--- src/design/fetch_pkg.sv ---
// buffer sizes, fetch states, prefix and opcode constants, decoded instruction record
package fetch_pkg;

  localparam int line_bytes = 16;
  localparam int num_slots = 4;

  typedef enum logic [1:0] {idle, request, discard} fetch_state_t;

  // legacy prefixes
  localparam logic [7:0] pfx_opsize = 8'h66;
  localparam logic [7:0] pfx_repne = 8'hF2;
  localparam logic [7:0] pfx_rep = 8'hF3;
  localparam logic [7:0] pfx_es = 8'h26;
  localparam logic [7:0] pfx_cs = 8'h2E;
  localparam logic [7:0] pfx_ss = 8'h36;
  localparam logic [7:0] pfx_ds = 8'h3E;
  localparam logic [7:0] pfx_fs = 8'h64;
  localparam logic [7:0] pfx_gs = 8'h65;

  // opcode subset
  localparam logic [7:0] op_add_rm_r = 8'h01;
  localparam logic [7:0] op_add_r_rm = 8'h03;
  localparam logic [7:0] op_mov_rm_r = 8'h89;
  localparam logic [7:0] op_mov_r_rm = 8'h8B;
  localparam logic [7:0] op_add_eax_imm = 8'h05;
  localparam logic [7:0] op_push_imm = 8'h68;
  localparam logic [7:0] op_mov_r_imm = 8'hB8;
  localparam logic [7:0] op_call_rel = 8'hE8;
  localparam logic [7:0] op_push_imm8 = 8'h6A;
  localparam logic [7:0] op_jmp_rel8 = 8'hEB;
  localparam logic [7:0] op_grp1_imm = 8'h81;
  localparam logic [7:0] op_mov_rm_imm = 8'hC7;
  localparam logic [7:0] op_grp1_imm8 = 8'h83;
  localparam logic [7:0] op_nop = 8'h90;
  localparam logic [7:0] op_ret = 8'hC3;
  localparam logic [7:0] op_escape = 8'h0F;
  localparam logic [7:0] op_jcc_rel = 8'h84;

  typedef struct packed {
    logic [3:0] length;
    logic [15:0] opcode;
    logic [1:0] prefix_count;
    logic operand_override;
    logic repeat_prefix;
    logic segment_override;
    logic [2:0] seg_id;
    logic modrm_present;
    logic sib_present;
    logic [7:0] modrm;
    logic [7:0] sib;
    logic [2:0] disp_size;
    logic [2:0] imm_size;
    logic illegal;
  } decoded_instr_t;

endpackage
--- src/design/fetch_buf_if.sv ---
// slot write, read pointer and fill level signals shared by the fetch blocks
`timescale 1ns/10ps

interface fetch_buf_if #(
  parameter int line_bytes = fetch_pkg::line_bytes,
  parameter int num_slots = fetch_pkg::num_slots
) (
  input logic clk
);
  localparam int ptr_w = $clog2(line_bytes * num_slots);
  localparam int slot_w = $clog2(num_slots);

  logic slot_we;
  logic [8*line_bytes-1:0] line_data;
  logic [slot_w-1:0] write_slot;
  logic [ptr_w-1:0] read_ptr;
  // 0 up to the whole buffer, hence one extra bit
  logic [ptr_w:0] bytes_avail;
  logic advance;
  logic flush;

  modport ctrl (output slot_we, line_data, advance, flush, input read_ptr, bytes_avail);
  modport ptrs (input slot_we, advance, flush, output write_slot, read_ptr, bytes_avail);
  modport buffer (input slot_we, line_data, write_slot, read_ptr);

endinterface

--- src/design/fetch_top.sv ---
// instruction fetch front end top level
`timescale 1ns/10ps

module fetch_top #(
  parameter int line_bytes = fetch_pkg::line_bytes,
  parameter int num_slots = fetch_pkg::num_slots
) (
  input logic clk,
  input logic reset,
  input logic load_eip,
  input logic [31:0] eip,
  input logic [31:0] cs_limit,
  input logic icache_ready,
  input logic [127:0] icache_data,
  input logic instr_ready,
  output logic icache_en,
  output logic [31:0] icache_address,
  output logic instr_valid,
  output logic segment_limit_exception,
  output logic [31:0] eip_out,
  output logic [3:0] instr_length,
  output logic [15:0] opcode,
  output logic [1:0] prefix_count,
  output logic operand_override,
  output logic repeat_prefix,
  output logic segment_override,
  output logic [2:0] seg_id,
  output logic modrm_present,
  output logic sib_present,
  output logic [7:0] modrm,
  output logic [7:0] sib,
  output logic [2:0] disp_size,
  output logic [2:0] imm_size,
  output logic illegal
);
  import fetch_pkg::*;

  decoded_instr_t instr;
  logic [8*line_bytes-1:0] window;
  logic [31:0] cur_eip;

  fetch_buf_if #(.line_bytes(line_bytes), .num_slots(num_slots)) buf_if (.clk(clk));

  fetch_ctrl u_ctrl (
    .clk(clk),
    .reset(reset),
    .load_eip(load_eip),
    .eip(eip),
    .icache_ready(icache_ready),
    .icache_data(icache_data),
    .instr_ready(instr_ready),
    .cs_limit(cs_limit),
    .instr(instr),
    .cur_eip(cur_eip),
    .bus(buf_if),
    .icache_en(icache_en),
    .icache_address(icache_address),
    .instr_valid(instr_valid),
    .segment_limit_exception(segment_limit_exception)
  );

  fetch_pointers #(.line_bytes(line_bytes), .num_slots(num_slots)) u_ptrs (
    .clk(clk),
    .reset(reset),
    .eip(eip),
    .length(instr.length),
    .bus(buf_if),
    .cur_eip(cur_eip)
  );

  line_buffer #(.line_bytes(line_bytes), .num_slots(num_slots)) u_buf (
    .clk(clk),
    .reset(reset),
    .bus(buf_if),
    .window(window)
  );

  length_decoder u_dec (
    .window(window),
    .instr(instr)
  );

  assign eip_out = cur_eip;
  assign instr_length = instr.length;
  assign opcode = instr.opcode;
  assign prefix_count = instr.prefix_count;
  assign operand_override = instr.operand_override;
  assign repeat_prefix = instr.repeat_prefix;
  assign segment_override = instr.segment_override;
  assign seg_id = instr.seg_id;
  assign modrm_present = instr.modrm_present;
  assign sib_present = instr.sib_present;
  assign modrm = instr.modrm;
  assign sib = instr.sib;
  assign disp_size = instr.disp_size;
  assign imm_size = instr.imm_size;
  assign illegal = instr.illegal;

endmodule

--- src/design/length_decoder.sv ---
// prefix, opcode, modrm/sib, displacement and immediate length decoder
`timescale 1ns/10ps

module length_decoder (
  input logic [127:0] window,
  output fetch_pkg::decoded_instr_t instr
);
  import fetch_pkg::*;

  logic [1:0] pfx_n;
  logic scan;
  logic [7:0] cur;
  logic opsz, rep, segov;
  logic [2:0] seg;
  logic [7:0] op0, op1;
  logic two_byte, legal, has_modrm, imm8, immz;
  logic [3:0] op_end;
  logic [7:0] mrm, sib_b;
  logic sib_on;
  logic [2:0] disp_n, imm_n;

  function automatic logic [7:0] byte_at(input logic [127:0] w, input logic [3:0] idx);
    return w[{idx, 3'b000} +: 8];
  endfunction

  always_comb
  begin
    pfx_n = 2'd0;
    scan = 1'b1;
    opsz = 1'b0;
    rep = 1'b0;
    segov = 1'b0;
    seg = 3'd3;
    // at most three prefixes, a fourth falls through as the opcode
    for (int i = 0; i < 3; i++)
    begin
      cur = byte_at(window, 4'(i));
      if (scan)
      begin
        case (cur)
          pfx_opsize: opsz = 1'b1;
          pfx_repne, pfx_rep: rep = 1'b1;
          pfx_es, pfx_cs, pfx_ss, pfx_ds:
          begin
            segov = 1'b1;
            seg = {1'b0, cur[4:3]};
          end
          pfx_fs, pfx_gs:
          begin
            segov = 1'b1;
            seg = {2'b10, cur[0]};
          end
          default: scan = 1'b0;
        endcase
        if (scan)
          pfx_n = pfx_n + 2'd1;
      end
    end

    op0 = byte_at(window, {2'b00, pfx_n});
    op1 = byte_at(window, {2'b00, pfx_n} + 4'd1);
    two_byte = (op0 == op_escape);
    legal = 1'b1;
    has_modrm = 1'b0;
    imm8 = 1'b0;
    immz = 1'b0;
    if (two_byte)
    begin
      immz = (op1 == op_jcc_rel);
      legal = immz;
    end
    else
    begin
      case (op0)
        op_add_rm_r, op_add_r_rm, op_mov_rm_r, op_mov_r_rm: has_modrm = 1'b1;
        op_add_eax_imm, op_push_imm, op_call_rel: immz = 1'b1;
        op_push_imm8, op_jmp_rel8: imm8 = 1'b1;
        op_grp1_imm, op_mov_rm_imm:
        begin
          has_modrm = 1'b1;
          immz = 1'b1;
        end
        op_grp1_imm8:
        begin
          has_modrm = 1'b1;
          imm8 = 1'b1;
        end
        op_nop, op_ret: legal = 1'b1;
        default:
        begin
          // B8..BF, register in the low three bits
          immz = (op0[7:3] == op_mov_r_imm[7:3]);
          legal = immz;
        end
      endcase
    end

    op_end = {2'b00, pfx_n} + (two_byte ? 4'd2 : 4'd1);
    mrm = byte_at(window, op_end);
    sib_b = byte_at(window, op_end + 4'd1);
    sib_on = has_modrm && (mrm[7:6] != 2'b11) && (mrm[2:0] == 3'b100);
    disp_n = 3'd0;
    if (has_modrm)
    begin
      case (mrm[7:6])
        2'b01: disp_n = 3'd1;
        2'b10: disp_n = 3'd4;
        2'b00:
          if (mrm[2:0] == 3'b101 || (sib_on && sib_b[2:0] == 3'b101))
            disp_n = 3'd4;
        default: disp_n = 3'd0;
      endcase
    end
    imm_n = imm8 ? 3'd1 : (immz ? (opsz ? 3'd2 : 3'd4) : 3'd0);

    instr = '0;
    instr.opcode = two_byte ? {op_escape, op1} : {8'h00, op0};
    instr.prefix_count = pfx_n;
    instr.operand_override = opsz;
    instr.repeat_prefix = rep;
    instr.segment_override = segov;
    instr.seg_id = seg;
    if (legal)
    begin
      instr.length = op_end + 4'(has_modrm) + 4'(sib_on) + 4'(disp_n) + 4'(imm_n);
      instr.modrm_present = has_modrm;
      instr.sib_present = sib_on;
      instr.modrm = has_modrm ? mrm : 8'h00;
      instr.sib = sib_on ? sib_b : 8'h00;
      instr.disp_size = disp_n;
      instr.imm_size = imm_n;
    end
    else
    begin
      // unknown opcode consumes a single byte
      instr.length = 4'd1;
      instr.illegal = 1'b1;
    end
  end

endmodule

--- src/design/line_buffer.sv ---
// line slot registers and two level byte shifter for the decode window
`timescale 1ns/10ps

module line_buffer #(
  parameter int line_bytes = fetch_pkg::line_bytes,
  parameter int num_slots = fetch_pkg::num_slots
) (
  input logic clk,
  input logic reset,
  fetch_buf_if.buffer bus,
  output logic [8*line_bytes-1:0] window
);
  localparam int line_w = 8 * line_bytes;
  localparam int off_w = $clog2(line_bytes);
  localparam int ptr_w = $clog2(line_bytes * num_slots);

  logic [line_w-1:0] slot_q [num_slots];
  logic [2*line_w-1:0] pair_shift [num_slots];
  logic [off_w+2:0] shift_bits;

  assign shift_bits = {bus.read_ptr[off_w-1:0], 3'b000};

  always_ff @(posedge clk)
  begin
    if (reset)
    begin
      for (int s = 0; s < num_slots; s++)
      begin
        slot_q[s] <= '0;
      end
    end
    else if (bus.slot_we)
    begin
      slot_q[bus.write_slot] <= bus.line_data;
    end
  end

  // each slot joined with its successor, the last one wraps to slot 0
  for (genvar s = 0; s < num_slots; s++)
  begin : g_pair
    assign pair_shift[s] = {slot_q[(s + 1) % num_slots], slot_q[s]} >> shift_bits;
  end

  // pick the pair starting at the read slot
  assign window = pair_shift[bus.read_ptr[ptr_w-1:off_w]][line_w-1:0];

endmodule

--- src/design/fetch_pointers.sv ---
// read pointer, write slot, fill level and instruction pointer counters
`timescale 1ns/10ps

module fetch_pointers #(
  parameter int line_bytes = fetch_pkg::line_bytes,
  parameter int num_slots = fetch_pkg::num_slots
) (
  input logic clk,
  input logic reset,
  input logic [31:0] eip,
  input logic [3:0] length,
  fetch_buf_if.ptrs bus,
  output logic [31:0] cur_eip
);
  localparam int ptr_w = $clog2(line_bytes * num_slots);
  localparam int slot_w = $clog2(num_slots);
  localparam int off_w = $clog2(line_bytes);

  logic [ptr_w-1:0] rd_ptr;
  logic [slot_w-1:0] wr_slot;
  // two's complement, negative right after a redirect to an unaligned eip
  logic [ptr_w+1:0] count;
  logic [ptr_w+1:0] step_in;
  logic [ptr_w+1:0] step_out;

  assign step_in = bus.slot_we ? (ptr_w + 2)'(line_bytes) : '0;
  assign step_out = bus.advance ? (ptr_w + 2)'(length) : '0;

  assign bus.read_ptr = rd_ptr;
  assign bus.write_slot = wr_slot;
  assign bus.bytes_avail = count[ptr_w+1] ? '0 : count[ptr_w:0];

  always_ff @(posedge clk)
  begin
    if (reset)
    begin
      rd_ptr <= '0;
      wr_slot <= '0;
      count <= '0;
      cur_eip <= '0;
    end
    else if (bus.flush)
    begin
      rd_ptr <= {{(ptr_w - off_w){1'b0}}, eip[off_w-1:0]};
      wr_slot <= '0;
      count <= '0 - {{(ptr_w + 2 - off_w){1'b0}}, eip[off_w-1:0]};
      cur_eip <= eip;
    end
    else
    begin
      rd_ptr <= rd_ptr + step_out[ptr_w-1:0];
      count <= count + step_in - step_out;
      cur_eip <= cur_eip + 32'(step_out);
      if (bus.slot_we)
        wr_slot <= wr_slot + 1'b1;
    end
  end

endmodule

--- src/design/fetch_ctrl.sv ---
// line request FSM, redirect handling and instruction delivery gating
`timescale 1ns/10ps

module fetch_ctrl (
  input logic clk,
  input logic reset,
  input logic load_eip,
  input logic [31:0] eip,
  input logic icache_ready,
  input logic [127:0] icache_data,
  input logic instr_ready,
  input logic [31:0] cs_limit,
  input fetch_pkg::decoded_instr_t instr,
  input logic [31:0] cur_eip,
  fetch_buf_if.ctrl bus,
  output logic icache_en,
  output logic [31:0] icache_address,
  output logic instr_valid,
  output logic segment_limit_exception
);
  import fetch_pkg::*;

  localparam int off_w = $clog2(line_bytes);

  fetch_state_t state;
  logic [31:0] fetch_addr;
  logic redirect_q;
  logic [7:0] span;
  logic [3:0] slots_used;
  logic window_full;
  logic [32:0] instr_end;
  logic limit_fail;

  // bytes from the start of the read slot to the end of written data
  assign span = bus.bytes_avail + bus.read_ptr[off_w-1:0];
  assign slots_used = 4'(span >> off_w);

  assign bus.slot_we = icache_en & icache_ready & (state == request) & ~load_eip;
  assign bus.line_data = icache_data;
  assign bus.flush = load_eip;
  assign bus.advance = instr_valid & instr_ready;

  // last byte of the instruction against the code segment limit
  assign instr_end = {1'b0, cur_eip} + 33'(instr.length) - 33'd1;
  assign limit_fail = instr_end > {1'b0, cs_limit};
  assign window_full = bus.bytes_avail >= line_bytes;

  assign instr_valid = window_full & ~redirect_q & ~limit_fail;
  assign segment_limit_exception = window_full & ~redirect_q & limit_fail;

  always_ff @(posedge clk)
  begin
    if (reset)
    begin
      state <= request;
      icache_en <= 1'b0;
      icache_address <= '0;
      fetch_addr <= '0;
      redirect_q <= 1'b0;
    end
    else
    begin
      redirect_q <= load_eip;
      if (load_eip)
      begin
        fetch_addr <= {eip[31:off_w], {off_w{1'b0}}};
        // a line still in flight must be absorbed before the new stream starts
        if (icache_en && !icache_ready)
          state <= discard;
        else
        begin
          state <= request;
          icache_en <= 1'b0;
        end
      end
      else
      begin
        case (state)
          idle:
            if (slots_used < num_slots)
              state <= request;
          request:
            if (!icache_en)
            begin
              icache_en <= 1'b1;
              icache_address <= fetch_addr;
            end
            else if (icache_ready)
            begin
              icache_en <= 1'b0;
              fetch_addr <= fetch_addr + 32'(line_bytes);
              state <= (slots_used + 1 < num_slots) ? request : idle;
            end
          discard:
            if (icache_ready)
            begin
              icache_en <= 1'b0;
              state <= request;
            end
          default: state <= idle;
        endcase
      end
    end
  end

endmodule

--- config.mk ---
export PLATFORM = sky130hd
export DESIGN_NAME = fetch_top
export DESIGN_NICKNAME = d
export VERILOG_FILES = /design/src/design/fetch_pkg.sv /design/src/design/fetch_buf_if.sv /design/src/design/fetch_top.sv /design/src/design/length_decoder.sv /design/src/design/line_buffer.sv /design/src/design/fetch_pointers.sv /design/src/design/fetch_ctrl.sv
export SDC_FILE = /design/constraint.sdc
export NUM_CORES = 2
export LEC_CHECK = 0
export ABC_CLOCK_PERIOD_IN_PS = 21900
export BUFFER_PORTS_ARGS = -buffer_cell sky130_fd_sc_hd__buf_2
export CAP_MARGIN = 20
export CORE_AREA = 3 3 349 351
export CTS_CLUSTER_SIZE = 30
export DETAILED_ROUTE_END_ITERATION = 12
export DIE_AREA = 0 0 352 354
export PLACE_DENSITY = 0.68
export RECOVER_POWER = 50
export SLEW_MARGIN = 20
export SYNTH_ARGS = -nofsm -noshare
export SYNTH_HDL_FRONTEND = slang
export SYNTH_HIERARCHICAL = 1
export SYNTH_SLANG_ARGS = --single-unit
--- constraint.sdc ---
create_clock -name clk -period 21.9 [get_ports clk]
set_input_delay 4.38 -clock clk [delete_from_list [all_inputs] [get_ports clk]]
set_output_delay 4.38 -clock clk [all_outputs]
set_load 0.02 [all_outputs]
==> results by group <==
Clock network
  • Post-CTS Hold Buffers: 0
  • Clock tree from TritonCTS: built
  • Clock-pin slew on the worst setup and hold paths: 0.06 ns
  • CTS Sinks: 620
  • Total clock buffers created by CTS: 70
  • Worst skew pair latency: 0.65 ns
  • Setup fix buffers added after clock tree synthesis: 0
  • Clock H-tree levels: 3
  • Root buffer cell: sky130_fd_sc_hd__clkbuf_16
  • CTS Buffer Depth: 3
  • Resized Gates After CTS: 0

Synth
  • Post-synthesis cell count: 5118
  • Netlist Area Pre-Place: roughly 0.055 mm²
  • Syn Area/Cell: 10.76 µm²
  • Yosys warnings: 6

Flow run
  • Number of maximum-capacitance violations: 13

Global route
  • Vias in the first global route: about 44000
  • First-pass GRT wire length: 310400 µm
  • Global route overflow: 0
  • Number of antenna violations at the first check in global routing: 21
  • Pin count of the biggest net entering global routing: approximately 130
  • Total routing resource utilization after global routing: 0.3352

Setup path
  • CP most frequent cell: sky130_fd_sc_hd__ha_1
  • Number of cells on the worst reg-to-reg path: 55
  • FF-to-FF End: u_ptrs/cur_eip[26]
  • Cell type of the slowest stage on the worst timing path: sky130_fd_sc_hd__nor2b_1
  • Maximum cell stage delay along the critical path: 0.94 ns
  • Crit path kind: flop to output port
  • CP Data Arrival Time: 16.60 ns
  • Internal reg-to-reg setup slack: around 3.2 ns
  • Worst r2r src: u_ptrs/bus.read_ptr[4]
  • CP endpoint kind: output port
  • Type of origin of the critical path: flop
  • Worst path required time: 17.52 ns
  • Max Fanout on Critical Path: 37

Placement
  • Routability congestion estimate from global placement: 1.022
  • Worst slack, placed: ~2.1 ns
  • Number of buffers inserted by port buffering: ~300
  • Placed wire-length estimate after detailed placement: 162500 µm

Layout
  • Layout overhead on the synthesized area: 5.604%
  • # fillers: 10930
  • Share of post-route cells with drive strength above 1: 0.2373
  • Final-stage net count: 5292
  • Leading cell types in the layout, fill and taps excluded: sky130_fd_sc_hd__edfxtp_1 (512), sky130_fd_sc_hd__mux4_2 (476), sky130_fd_sc_hd__nand2_1 (416)
  • Most common cell after layout, fill and taps aside: sky130_fd_sc_hd__edfxtp_1

Timing
  • Setup-violating endpoint count in the final report: 0
  • RSZ-0062 raised after global routing: no
  • Post-route clock skew: roughly 0.032 ns
  • Maximum clock frequency: around 48 MHz
  • Final slew viol count: 750
  • Period utilization: 0.9581
  • Slew HR: -4.457
  • Least setup slack across all paths after layout: 0.9169 ns
  • Number of hold violations in the final report: 0
  • Final critical path time including I/O delays and setup: 20.98 ns
  • WHS: 0.4508 ns
  • Slew at the pin with the worst max-slew slack: 8.186 ns
  • Setup TNS: 0 ns

Floorplanning
  • Die span in y: 354 µm
  • Die Outline Area: 0.1246 mm²
  • Horizontal die dimension: 352 µm
  • Top-level I/O count: 317
  • Number of rows created at floorplan: 127
  • Placeable core region: 0.1193 mm²
  • Initial standard-cell utilization of the core: 0.4614

Routing
  • Detail-routed net length per standard cell: 32.30 µm
  • Via count: 45940
  • Number of detailed-route iterations in the first pass: 7
  • # DRC: 0
  • Via density per instance: 6.878
  • Number of DRC violations after detailed-routing iteration 0: 6377
  • Routed Antenna Nets: 0
  • Final routed wirelength across all metal layers: between 200000 and 250000 µm

Outcome
  • Result of the run: finished, violations left
  • Violations in the final reports: max-capacitance violations, max-slew violations

Hold path
  • Worst min-delay path startpoint: u_ctrl/icache_address[29]
  • Path type of the worst min-delay path: flop to flop
  • Worst-case hold path end point: u_ctrl/icache_address[29]
  • Hold path depth: 2

Pwr
  • VDD IR max: 51.14 µV
  • Power density cells: 63.11 mW/mm²
  • Leakage power total: between 20 and 25 nW
## per-stage QoR
stage	util	instance area [µm²]	power, mW	cells
floorplan	-	55080	2.201	5125
global placement	0.4700	56090	2.518	6537
detailed placement	0.4701	56090	2.523	6537
CTS	0.4881	58250	3.651	6661
global route	0.4870	58110	3.804	6667
finish	0.4872	58140	3.670	6679
## how the worst max path moves through the flow
stage / end / from / slack (ns) / cells after the start
2_1_floorplan: instr_valid / u_ptrs/bus.read_ptr[0] / 5.17 / 51
3_5_place_dp: instr_valid / u_ptrs/bus.read_ptr[0] / 2.10 / 48
6_report: instr_valid / u_ptrs/bus.read_ptr[4] / 0.92 / 47
5_1_grt: instr_valid / u_ptrs/bus.read_ptr[0] / 0.04 / 48
4_1_cts: instr_valid / u_ptrs/bus.read_ptr[0] / 1.34 / 47
3_3_place_gp: instr_valid / u_ptrs/bus.read_ptr[0] / 2.26 / 48
## power by group
group          leakage, nW  total, mW  internal (mW)  switching [mW]
registers             6.18       1.42           1.33          0.0896
logic                 14.2       1.12          0.457           0.663
clock network         1.04       1.13          0.643           0.485
## final cells by class
type,instances,area [µm²],area share
Antenna cell,18,45.04,0.0007747
Multi-Input combinational cell,3715,33220,0.5714
Inverter,139,529.3,0.009103
Clock buffer,95,1887,0.03245
Timing Repair Buffer,451,2610,0.04489
Clock inverter,29,272.8,0.004691
Tap cell,1612,2017,0.03469
Sequential cell,620,17560,0.3020
## flip-flops by register name, indices dropped and copies added (netlist names)
register / flops
u_buf/slot_q: 512
u_ctrl/icache_en: 1
u_ptrs/cur_eip: 32
u_ptrs/count: 8
u_ctrl/redirect_q: 1
u_ctrl/fetch_addr: 28
u_ptrs/bus.write_slot: 2
u_ctrl/icache_address: 28
u_ptrs/bus.read_ptr: 6
u_ctrl/state: 2
## metal layers
metal	routed length [µm]	track usage
met5	100	0
met4	11290	0.1558
met3	25420	0.08551
met2	95010	0.5085
met1	83880	0.4510
## worst max-delay path: cells and delay by family (launching register included)
kind / cells / cell delay (ns)
DFF: 1 / 0.66
xor gates and xnor gates: 1 / 0.09
and+or+nand+nor: 15 / 6.35
buffers and inverters: 7 / 1.72
AOI/OAI and AO/OA: 17 / 4.37
adders and majority gates: 7 / 2.65
Power figures use the tool's default switching activity.
